`config.mk`:
```
export PLATFORM = sky130hd
export DESIGN_NAME = misc_soc_top
export DESIGN_NICKNAME = d
export VERILOG_FILES = /design/src/logic/misc_pkg.sv /design/src/logic/misc_write_decode.sv /design/src/logic/gpio_bank.sv /design/src/logic/misc_readback.sv /design/src/logic/flash_reload_seq.sv /design/src/logic/misc_soc_top.sv
export SDC_FILE = /design/constraint.sdc
export NUM_CORES = 1
export LEC_CHECK = 0
export BUFFER_PORTS_ARGS = -buffer_cell sky130_fd_sc_hd__buf_4
export CAP_MARGIN = 20
export CORE_MARGIN = 1
export CORE_UTILIZATION = 45
export CTS_CLUSTER_SIZE = 16
export DETAILED_ROUTE_END_ITERATION = 8
export GPL_ROUTABILITY_DRIVEN = 0
export PLACE_DENSITY = 0.73
export SETUP_SLACK_MARGIN = 0.2
export SKIP_LAST_GASP = 1
export SYNTH_ARGS = -nofsm -noshare
export SYNTH_HDL_FRONTEND = slang
export SYNTH_SLANG_ARGS = --single-unit
```
`constraint.sdc`:
```
create_clock -name clk48m -period 2.5 [get_ports clk48m]
set_input_delay 0.5 -clock clk48m [delete_from_list [all_inputs] [get_ports clk48m]]
set_output_delay 0.5 -clock clk48m [all_outputs]
set_load 0.02 [all_outputs]
```
`src/logic/misc_pkg.sv`:
```
/*
 * Shared definitions for the badge misc register block.
 * Holds the register map, bus widths, the per-bank mask and reset tables
 * and the extension bank word layout. Modules refer to these by scoped name.
 */

package misc_pkg;

	// bus widths
	localparam int misc_data_w = 32;
	localparam int misc_addr_w = 7;
	// register index taken from byte address bits 6..2
	localparam int reg_idx_w = misc_addr_w - 2;

	// fixed registers
	localparam logic [reg_idx_w-1:0] reg_led = 5'd0;
	localparam logic [reg_idx_w-1:0] reg_btn = 5'd1;
	localparam logic [reg_idx_w-1:0] reg_soc_ver = 5'd2;
	localparam logic [reg_idx_w-1:0] reg_flash_sel = 5'd13;

	// io banks, each a group of five consecutive registers
	localparam int reg_bank_base = 17;
	localparam int bank_reg_span = 5;
	localparam int bank_in = 0;
	localparam int bank_out = 1;
	localparam int bank_oe = 2;
	localparam int bank_set = 3;
	localparam int bank_clr = 4;
	localparam int num_banks = 2;

	// bank 0 is the 30-bit header, bank 1 the sao/pmod/irda word
	localparam logic [num_banks-1:0][misc_data_w-1:0] bank_mask = {
		32'h40ff_3f3f,
		32'h3fff_ffff
	};

	// irda shutdown starts asserted
	localparam logic [num_banks-1:0][misc_data_w-1:0] bank_reset_out = {
		32'h4000_0000,
		32'h0000_0000
	};

	localparam logic [misc_data_w-1:0] soc_version = 32'h0;

	localparam int led_w = 16;
	localparam int led_pins = 9;

	// flash select writes carrying this in bits 31..8 trigger an fpga reload
	localparam logic [23:0] reload_key = 24'hd0f1a5;
	localparam logic [2:0] fsel_delay_load = 3'd7;

	// register index of one register inside a bank
	function automatic logic [reg_idx_w-1:0] bank_reg_idx(input int bank, input int offset);
		return reg_idx_w'(reg_bank_base + bank * bank_reg_span + offset);
	endfunction

	// extension bank word, seen raw or as connector fields
	typedef union packed {
		logic [misc_data_w-1:0] raw;
		struct packed {
			logic spare_31;
			logic irda_sd;
			logic [5:0] spare_29_24;
			logic [7:0] pmod;
			logic [1:0] spare_15_14;
			logic [5:0] sao2;
			logic [1:0] spare_7_6;
			logic [5:0] sao1;
		} f;
	} ext_word_u;

endpackage

```
`src/logic/misc_write_decode.sv`:
```
/*
 * Write side of the misc register block.
 * An accepted bus write is registered and turned into a single strobe for
 * one bank register or the flash sequencer, along with a copy of the data.
 * The LED and trace enable registers live here and load from that copy.
 */

module misc_write_decode (
	input  logic clk48m,
	input  logic rst,
	input  logic bus_strobe,
	input  logic bus_write,
	input  logic [misc_pkg::misc_addr_w-1:0] bus_addr,
	input  logic [misc_pkg::misc_data_w-1:0] bus_wdata,
	output logic [misc_pkg::num_banks-1:0] bank_wr_out,
	output logic [misc_pkg::num_banks-1:0] bank_wr_oe,
	output logic [misc_pkg::num_banks-1:0] bank_set,
	output logic [misc_pkg::num_banks-1:0] bank_clr,
	output logic fsel_write,
	output logic [misc_pkg::misc_data_w-1:0] wdata_q,
	output logic [misc_pkg::led_w-1:0] led,
	output logic trace_en
);

	logic [misc_pkg::reg_idx_w-1:0] wr_idx;
	logic wr_hit;
	logic [misc_pkg::num_banks-1:0] out_nxt;
	logic [misc_pkg::num_banks-1:0] oe_nxt;
	logic [misc_pkg::num_banks-1:0] set_nxt;
	logic [misc_pkg::num_banks-1:0] clr_nxt;
	logic led_nxt;
	logic ver_nxt;
	logic fsel_nxt;
	logic led_wr;
	logic ver_wr;

	// byte lane bits are ignored
	assign wr_idx = bus_addr[misc_pkg::misc_addr_w-1:2];
	assign wr_hit = bus_strobe && bus_write;

	always_comb begin
		led_nxt = wr_hit && (wr_idx == misc_pkg::reg_led);
		ver_nxt = wr_hit && (wr_idx == misc_pkg::reg_soc_ver);
		fsel_nxt = wr_hit && (wr_idx == misc_pkg::reg_flash_sel);
		for (int b = 0; b < misc_pkg::num_banks; b++) begin
			out_nxt[b] = wr_hit && (wr_idx == misc_pkg::bank_reg_idx(b, misc_pkg::bank_out));
			oe_nxt[b] = wr_hit && (wr_idx == misc_pkg::bank_reg_idx(b, misc_pkg::bank_oe));
			set_nxt[b] = wr_hit && (wr_idx == misc_pkg::bank_reg_idx(b, misc_pkg::bank_set));
			clr_nxt[b] = wr_hit && (wr_idx == misc_pkg::bank_reg_idx(b, misc_pkg::bank_clr));
		end
	end

	always_ff @(posedge clk48m) begin
		if (rst) begin
			bank_wr_out <= '0;
			bank_wr_oe <= '0;
			bank_set <= '0;
			bank_clr <= '0;
			fsel_write <= 1'b0;
			led_wr <= 1'b0;
			ver_wr <= 1'b0;
		end else begin
			bank_wr_out <= out_nxt;
			bank_wr_oe <= oe_nxt;
			bank_set <= set_nxt;
			bank_clr <= clr_nxt;
			fsel_write <= fsel_nxt;
			led_wr <= led_nxt;
			ver_wr <= ver_nxt;
		end
	end

	always_ff @(posedge clk48m) begin
		wdata_q <= bus_wdata;
	end

	// same one-cycle lag as the banks
	always_ff @(posedge clk48m) begin
		if (rst) begin
			led <= '0;
			trace_en <= 1'b0;
		end else begin
			if (led_wr) begin
				led <= wdata_q[misc_pkg::led_w-1:0];
			end
			if (ver_wr) begin
				trace_en <= wdata_q[0];
			end
		end
	end

endmodule

```
`src/logic/gpio_bank.sv`:
```
/*
 * One general purpose io bank.
 * Keeps the output and output enable words. The output can be loaded,
 * or bits set or cleared; only bits in writable_mask are affected.
 */

module gpio_bank #(
	parameter logic [misc_pkg::misc_data_w-1:0] writable_mask = '1,
	parameter logic [misc_pkg::misc_data_w-1:0] reset_out = '0
) (
	input  logic clk48m,
	input  logic rst,
	input  logic wr_out,
	input  logic wr_oe,
	input  logic set,
	input  logic clr,
	input  logic [misc_pkg::misc_data_w-1:0] wdata,
	output logic [misc_pkg::misc_data_w-1:0] out,
	output logic [misc_pkg::misc_data_w-1:0] oe
);

	logic [misc_pkg::misc_data_w-1:0] wdata_m;

	assign wdata_m = wdata & writable_mask;

	// at most one of the strobes is high in any cycle
	always_ff @(posedge clk48m) begin
		if (rst) begin
			out <= reset_out;
			oe <= '0;
		end else begin
			if (wr_out) begin
				out <= wdata_m;
			end else if (set) begin
				out <= out | wdata_m;
			end else if (clr) begin
				out <= out & ~wdata_m;
			end
			if (wr_oe) begin
				oe <= wdata_m;
			end
		end
	end

endmodule

```
`src/logic/misc_readback.sv`:
```
/*
 * Read side of the misc register block.
 * A read strobe selects one register or bank word by index and registers it,
 * so data shows up with bus_rvalid one cycle after the strobe.
 * Set, clear and unused indices read as zero.
 */

module misc_readback (
	input  logic clk48m,
	input  logic rst,
	input  logic bus_strobe,
	input  logic bus_write,
	input  logic [misc_pkg::misc_addr_w-1:0] bus_addr,
	input  logic [7:0] btn,
	input  logic [misc_pkg::led_w-1:0] led,
	input  logic fsel_d,
	input  logic [misc_pkg::num_banks-1:0][misc_pkg::misc_data_w-1:0] bank_in,
	input  logic [misc_pkg::num_banks-1:0][misc_pkg::misc_data_w-1:0] bank_out,
	input  logic [misc_pkg::num_banks-1:0][misc_pkg::misc_data_w-1:0] bank_oe,
	output logic [misc_pkg::misc_data_w-1:0] bus_rdata,
	output logic bus_rvalid
);

	logic [misc_pkg::reg_idx_w-1:0] rd_idx;
	logic rd_hit;
	logic [misc_pkg::misc_data_w-1:0] rd_word;

	assign rd_idx = bus_addr[misc_pkg::misc_addr_w-1:2];
	assign rd_hit = bus_strobe && !bus_write;

	always_comb begin
		rd_word = '0;
		case (rd_idx)
			misc_pkg::reg_led: rd_word[misc_pkg::led_w-1:0] = led;
			// buttons are active low on the board
			misc_pkg::reg_btn: rd_word[7:0] = ~btn;
			misc_pkg::reg_soc_ver: rd_word = misc_pkg::soc_version;
			misc_pkg::reg_flash_sel: rd_word[0] = fsel_d;
			default: rd_word = '0;
		endcase
		for (int b = 0; b < misc_pkg::num_banks; b++) begin
			if (rd_idx == misc_pkg::bank_reg_idx(b, misc_pkg::bank_in)) begin
				// unconnected input bits read as zero
				rd_word = bank_in[b] & misc_pkg::bank_mask[b];
			end
			if (rd_idx == misc_pkg::bank_reg_idx(b, misc_pkg::bank_out)) begin
				rd_word = bank_out[b];
			end
			if (rd_idx == misc_pkg::bank_reg_idx(b, misc_pkg::bank_oe)) begin
				rd_word = bank_oe[b];
			end
		end
	end

	always_ff @(posedge clk48m) begin
		if (rst) begin
			bus_rvalid <= 1'b0;
		end else begin
			bus_rvalid <= rd_hit;
		end
	end

	// data holds between reads
	always_ff @(posedge clk48m) begin
		if (rd_hit) begin
			bus_rdata <= rd_word;
		end
	end

endmodule

```
`src/logic/flash_reload_seq.sv`:
```
/*
 * Flash select and fpga reload sequencer.
 * A flash select write latches the select bit and restarts a short countdown
 * that pulses the select flop clock. If the write carried the reload key,
 * programn is pulled low once the countdown ends and stays low until reset.
 */

module flash_reload_seq (
	input  logic clk48m,
	input  logic rst,
	input  logic fsel_write,
	input  logic [misc_pkg::misc_data_w-1:0] wdata,
	output logic fsel_d,
	output logic fsel_c,
	output logic programn
);

	logic [2:0] fsel_delay;
	logic reload_armed;
	logic fpga_reload;

	// select clock high for counts 5..3, two cycles after the load
	assign fsel_c = (fsel_delay == 3'd5) || (fsel_delay == 3'd4) || (fsel_delay == 3'd3);
	assign programn = !fpga_reload;

	always_ff @(posedge clk48m) begin
		if (rst) begin
			fsel_d <= 1'b0;
			reload_armed <= 1'b0;
		end else if (fsel_write) begin
			fsel_d <= wdata[0];
			if (wdata[misc_pkg::misc_data_w-1:8] == misc_pkg::reload_key) begin
				reload_armed <= 1'b1;
			end
		end
	end

	// the select flop must settle before the fpga reloads
	always_ff @(posedge clk48m) begin
		if (rst) begin
			fsel_delay <= '0;
			fpga_reload <= 1'b0;
		end else begin
			if (fsel_write) begin
				fsel_delay <= misc_pkg::fsel_delay_load;
			end else if (fsel_delay != 3'd0) begin
				fsel_delay <= fsel_delay - 3'd1;
				if ((fsel_delay == 3'd1) && reload_armed) begin
					fpga_reload <= 1'b1;
				end
			end
		end
	end

endmodule

```
`src/logic/misc_soc_top.sv`:
```
/*
 * Top level of the misc register block.
 * Connects the write decoder, the io banks, the readback mux and the flash
 * sequencer, and maps bank words onto the header, sao, pmod and irda pins.
 */

module misc_soc_top (
	input  logic clk48m,
	input  logic rst,
	input  logic bus_strobe,
	input  logic bus_write,
	input  logic [misc_pkg::misc_addr_w-1:0] bus_addr,
	input  logic [misc_pkg::misc_data_w-1:0] bus_wdata,
	input  logic [7:0] btn,
	input  logic [29:0] genio_in,
	input  logic [5:0] sao1_in,
	input  logic [5:0] sao2_in,
	input  logic [7:0] pmod_in,
	output logic [misc_pkg::misc_data_w-1:0] bus_rdata,
	output logic bus_rvalid,
	output logic [misc_pkg::led_pins-1:0] led,
	output logic trace_en,
	output logic [29:0] genio_out,
	output logic [29:0] genio_oe,
	output logic [5:0] sao1_out,
	output logic [5:0] sao1_oe,
	output logic [5:0] sao2_out,
	output logic [5:0] sao2_oe,
	output logic [7:0] pmod_out,
	output logic [7:0] pmod_oe,
	output logic irda_sd,
	output logic fsel_d,
	output logic fsel_c,
	output logic programn
);

	logic [misc_pkg::num_banks-1:0] bank_wr_out;
	logic [misc_pkg::num_banks-1:0] bank_wr_oe;
	logic [misc_pkg::num_banks-1:0] bank_set;
	logic [misc_pkg::num_banks-1:0] bank_clr;
	logic fsel_write;
	logic [misc_pkg::misc_data_w-1:0] wdata_q;
	logic [misc_pkg::led_w-1:0] led_word;
	logic [misc_pkg::num_banks-1:0][misc_pkg::misc_data_w-1:0] bank_in;
	logic [misc_pkg::num_banks-1:0][misc_pkg::misc_data_w-1:0] bank_out;
	logic [misc_pkg::num_banks-1:0][misc_pkg::misc_data_w-1:0] bank_oe;
	misc_pkg::ext_word_u ext_in;
	misc_pkg::ext_word_u ext_out;
	misc_pkg::ext_word_u ext_oe;

	misc_write_decode u_write_decode (
		.clk48m(clk48m),
		.rst(rst),
		.bus_strobe(bus_strobe),
		.bus_write(bus_write),
		.bus_addr(bus_addr),
		.bus_wdata(bus_wdata),
		.bank_wr_out(bank_wr_out),
		.bank_wr_oe(bank_wr_oe),
		.bank_set(bank_set),
		.bank_clr(bank_clr),
		.fsel_write(fsel_write),
		.wdata_q(wdata_q),
		.led(led_word),
		.trace_en(trace_en)
	);

	for (genvar b = 0; b < misc_pkg::num_banks; b++) begin : g_bank
		gpio_bank #(
			.writable_mask(misc_pkg::bank_mask[b]),
			.reset_out(misc_pkg::bank_reset_out[b])
		) u_bank (
			.clk48m(clk48m),
			.rst(rst),
			.wr_out(bank_wr_out[b]),
			.wr_oe(bank_wr_oe[b]),
			.set(bank_set[b]),
			.clr(bank_clr[b]),
			.wdata(wdata_q),
			.out(bank_out[b]),
			.oe(bank_oe[b])
		);
	end

	misc_readback u_readback (
		.clk48m(clk48m),
		.rst(rst),
		.bus_strobe(bus_strobe),
		.bus_write(bus_write),
		.bus_addr(bus_addr),
		.btn(btn),
		.led(led_word),
		.fsel_d(fsel_d),
		.bank_in(bank_in),
		.bank_out(bank_out),
		.bank_oe(bank_oe),
		.bus_rdata(bus_rdata),
		.bus_rvalid(bus_rvalid)
	);

	flash_reload_seq u_flash_seq (
		.clk48m(clk48m),
		.rst(rst),
		.fsel_write(fsel_write),
		.wdata(wdata_q),
		.fsel_d(fsel_d),
		.fsel_c(fsel_c),
		.programn(programn)
	);

	// extension inputs gathered into the bank 1 word
	always_comb begin
		ext_in.raw = '0;
		ext_in.f.pmod = pmod_in;
		ext_in.f.sao2 = sao2_in;
		ext_in.f.sao1 = sao1_in;
	end

	assign bank_in[0] = {2'b00, genio_in};
	assign bank_in[1] = ext_in.raw;

	assign ext_out.raw = bank_out[1];
	assign ext_oe.raw = bank_oe[1];

	assign genio_out = bank_out[0][29:0];
	assign genio_oe = bank_oe[0][29:0];
	assign sao1_out = ext_out.f.sao1;
	assign sao1_oe = ext_oe.f.sao1;
	assign sao2_out = ext_out.f.sao2;
	assign sao2_oe = ext_oe.f.sao2;
	assign pmod_out = ext_out.f.pmod;
	assign pmod_oe = ext_oe.f.pmod;
	assign irda_sd = ext_out.f.irda_sd;

	// only the low LED bits reach pins
	assign led = led_word[misc_pkg::led_pins-1:0];

endmodule

```
After elaboration in Yosys (flattened, before gate mapping)
Cells that the tools add are included.
{ "op_classes": {"add_sub_neg": 1, "n_eq_ne": 18, "mux": 17, "n_bitwise": 8, "reduce_logical": 29} }
{ "ops": {"columns": ["op", "count"], "rows": [
  ["32-bit two-way mux", 8],
  ["32-bit bitwise AND", 2],
  ["31-bit two-way mux", 2],
  ["30-bit two-way mux", 2],
  ["5-bit == test, second input constant", 10],
  ["30-bit inverter with 32-bit output", 1],
  ["31-bit inverter with 32-bit output", 1],
  ["32-bit by 30-bit OR with 32-bit output", 1],
  ["32-bit by 31-bit OR with 32-bit output", 1],
  ["24-bit == test, second input constant", 1],
  ["1-bit logical AND", 14],
  ["7-bit one-hot mux with 2 select lines", 1],
  ["3-bit nonzero test", 3],
  ["8-bit two-way mux", 1],
  ["8-bit inverter", 1],
  ["3-bit == test, second input constant", 2],
  ["3-bit two-way mux", 2],
  ["2-bit nonzero test", 3],
  ["5-bit by 1-bit == test with 1-bit output, second input constant", 1],
  ["5-bit by 2-bit == test with 1-bit output, second input constant", 1],
  ["5-bit by 4-bit == test with 1-bit output, second input constant", 1],
  ["5-bit zero test", 1],
  ["2-bit OR reduction", 2],
  ["3-bit by 1-bit == test with 1-bit output, second input constant", 1],
  ["other kinds (8)", 10]
]} }
{ "word_totals": {"regBits": 214, "inputBits": 101, "output_inout_bits": 147, "wordCells": 96} }

Depth between registers and ports, before layout
{ "logic_depth": {"ltp_word": 8, "mapped_depth": 7, "depth_no_buf": 6} }

Hierarchy
Synthesis repeated with hierarchy kept, for this count alone.
{ "unflattened": {"cells_unflattened": 898, "hier_area_um2": 8762.2} }
{ "modules_own_cells": {"columns": ["mod", "n_inst", "cells_per_inst", "area_each_um2", "seq_area_each_um2"], "rows": [
  ["misc_readback", 1, 318, 2758.9, 980.9],
  ["gpio_bank (g_bank[0].u_bank)", 1, 237, 2278.4, 1201.2],
  ["gpio_bank (g_bank[1].u_bank)", 1, 185, 1737.9, 840.8],
  ["misc_write_decode", 1, 118, 1599.0, 1201.2],
  ["flash_reload_seq", 1, 39, 384.1, 120.1],
  ["misc_soc_top", 1, 1, 3.8, 0.0]
]} }

Least setup slack after synthesis
OpenSTA, ideal clock, no wires.
{ "synth_timing": {"path_kind": "in2reg", "start": "in bus_write", "end": "reg u_readback.bus_rdata[0] (netlist bit), enable pin", "setup_time_ps": 424, "arrival_time_ps": 1928, "required_time_ps": 2076, "setup_slack_ps": 148, "path_stages": 1, "n_path_buf": 0, "cell_sequence": "nor2b_1"} }
{ "synth_between": {"elab_chain_cells": 2} }
{ "synth_lines": {"columns": ["element", "line", "rtl"], "rows": [
  ["from (decl)", "misc_soc_top.sv:11", "input logic bus_write,"],
  ["1-bit zero test", "misc_readback.sv:29", "assign rd_hit = bus_strobe && !bus_write;"],
  ["1-bit logical AND", "misc_readback.sv:29", null],
  ["to (signal assigned)", "misc_readback.sv:66", "bus_rdata <= rd_word;"],
  ["to (decl)", "misc_readback.sv:20", "output logic [misc_pkg::misc_data_w-1:0] bus_rdata,"]
]} }
Every way passes these cells.
A chain may end at the register's enable or synchronous reset.

Worst setup path after layout
{ "layout_timing": {"start": "reg u_flash_seq.fsel_delay[0]", "end": "out fsel_c"} }
{ "layout_between": {"elab_chain_cells": 3, "word_cells_on_any_way": 5, "cone_classes": "3 x eq/ne; 2 x reduce/logical"} }
{ "layout_lines": {"columns": ["element", "line", "rtl"], "rows": [
  ["from (decl)", "flash_reload_seq.sv:18", "logic [2:0] fsel_delay;"],
  ["from (signal assigned)", "flash_reload_seq.sv:45", "fsel_delay <= misc_pkg::fsel_delay_load;"],
  ["from (signal assigned)", "flash_reload_seq.sv:47", "fsel_delay <= fsel_delay - 3'd1;"],
  ["3-bit == test", "flash_reload_seq.sv:23", "assign fsel_c = (fsel_delay == 3'd5) || (fsel_delay == 3'd4) || (fsel_delay == 3'd3);"],
  ["1-bit logical OR", "flash_reload_seq.sv:23", null],
  ["1-bit logical OR (*)", "flash_reload_seq.sv:23", null],
  ["to (decl)", "misc_soc_top.sv:33", "output logic fsel_c,"]
]} }
Mark *: on every way between the ends. The rest lies on a longest branch, timed or not.

==> out/results.ini <==
[placement]
portBuffers = 244
dp_hpwl_mm = 18.8
place_inst = 1324
preCtsSetupSlack_ps = 270

[routing]
dr.pass1.iters = 5
postRouteAntennaNets = 0
drt-wirelength-per-cell_um = 19.8
drt-initial-drc-count = 549
via_per_inst = 5.52
drc = 0
vias = 7473
wl_mm = 26.8

[yosys]
postSynthAreaPerCell_um2 = 9.71
post_synth_fa_ha_maj_area_fraction_pct = 0.552
synthSimpleGateAreaFrac_pct = 11.7
synth-xor-area-share_pct = 0.0967
synthMuxAreaShare_pct = 14.2
synth_seq_area_share_pct = 47.6
synth_top_family_by_area = compound AO/OA/AOI/OAI gates
syn_nets = 1038
synth_compound_gate_area_share_pct = 15.6
netlist_instances = 933
synth_area_mm2 = 0.00906
ys_types = 60
async_reset_ff_share_pct = 0
yosys_register_bits = 200
synth-edff-count = 31
yosys_warnings = 0
synthFlopType = dfxtp_1

[job]
drv_cap = 0

[sta]
rsz0062_at_grt = false
fin_crit_sh_pct = 81.1
finalSetupViolations = 0
fmax_ghz = 0.493
fin_crit_ps = 2030
worstMarginPinSlew_ps = 740
setup_slack_ps = 472
skew_ps = 12.2
tns_ps = 0
finalHoldWorstSlack_ps = 158
slew_violations = 0
finalHoldViolations = 0
slew-limit-headroom_pct = 50.7

[global_route]
grt_pass1_wl_mm = 40.4
grt_overflow_total = 0
antenna_found_initial = 0
grt_max_degree = 61
grt_usage_pct = 26.1
grt_pass1_vias = 6997

[power_and_ir_drop]
leakage_nw = 4.60
ir_drop_v = 0.000410
total_power_mw = 6.83
pwr_density_cell_mw_per_mm2 = 609

[clock_network]
htreeDepth = 4
ctsLongestPathBuffers = 2
cts-root-buf = clkbuf_16
clkSlewWorstSetupHoldPaths_ps = 80
cts_buffers = 17
ctsHoldBuffers = 0
worstSkewPairLatency_ps = 440
cts_tree = built
clock_sinks = 200
postCtsSetupBuffers = 0
cts_resized = 0

[final_layout]
area_delta_synth_final_pct = 23.7
final_nets = 1183
drive_above_1_share_pct = 29.4
fillCellCount = 1749
final_cells = 1355
layout_common_cells = 271 x buf_4, 168 x dfxtp_1, 143 x nor2_1
register_area_mm2 = 0.00432
final_common_cell = buf_4
multiInputGateArea_mm2 = 0.00383
diodes = 0

[worst_setup_path]
cp-start-kind = flop
crit_arrival_ps = 1530
r2r_slack_ps = 820
path_class = flop to output pin
crit_required_ps = 2000
path_max_fanout = 4
cp-end-kind = output pin
reg2regPathDepth = 4

[floorplan]
dieHeight_um = 144
start_util_pct = 46.3
die_w_um = 144
ios = 248
coreArea_mm2 = 0.0196
die-area_mm2 = 0.0207
num_rows = 51

[status]
outcome = finished clean

[min_path]
min_path_cells = 1
hold_path_class = primary input to flop

## power by group
group	switching (mW)	internal, mW
combinational	0.352	0.316
sequential	0.0980	3.34
clock	1.32	1.40
## layout make-up
class / count / share of cell area (%)
tap: 265 / 2.96
sequential: 200 / 38.5
clock inverter: 14 / 1.27
multi-input combinational: 564 / 34.2
timing repair buffer: 273 / 18.5
inverter: 22 / 0.737
clock buffer: 17 / 3.80
## cells by family (layout without fill, tap and decap cells)
| group | after synthesis | after routing |
|---|---|---|
| compound gates | 208 | 208 |
| xor+xnor | 1 | 1 |
| fa+ha+maj | 4 | 4 |
| buf+inv | 169 | 326 |
| flops | 200 | 200 |
| mux | 128 | 128 |
| other cells | 1 | 1 |
| simple gates | 222 | 222 |
## metrics by stage
stage,util (%),area (µm²)
after global placement,54.3,10600
after detailed placement,54.3,10600
after floorplan,-,9060
final,57.2,11200
after CTS,57.2,11200
after global routing,57.2,11200
## per-layer routing
layer	vias to the layer above	part of all wire, %	GRT usage [%]
met5	-	0	0
met4	0	2.3	8.57
met3	37	7.4	5.40
met2	328	47	40.9
met1	3569	43	35.7
li1	3539	-	-
## synth_stat cells, drive strengths merged (7+ instances only)
library cell	count	share of area, %
dfxtp	169	37
nor2	145	6.3
mux2i	123	14
buf	92	7.0
a22oi	71	5.9
clkbuf	55	2.3
o21ai	48	2.7
edfxtp	31	10
a21oi	26	1.4
inv	21	0.87
nand2	15	0.62
nand3b	10	0.83
a221oi	8	0.77
nand3	8	0.44
a211oi	7	0.58
a22o	7	0.68
## worst paths after layout
kind	start	end
worst max-delay path	u_flash_seq.fsel_delay[0]	fsel_c
worst min-delay path	bus_wdata[1]	u_write_decode.wdata_q[1]
worst max register to register	u_write_decode.wdata_q[25]	u_flash_seq.reload_armed
worst min register to register	u_flash_seq.reload_armed	u_flash_seq.reload_armed
## critical path, cell delays in order, from the launching register on
cell and delay [ps]:
dfxtp_1 400, inv_1 80, ha_1 240, nor2_1 110, a21oi_1 90, buf_4 170
Power figures use the tool's default switching activity.
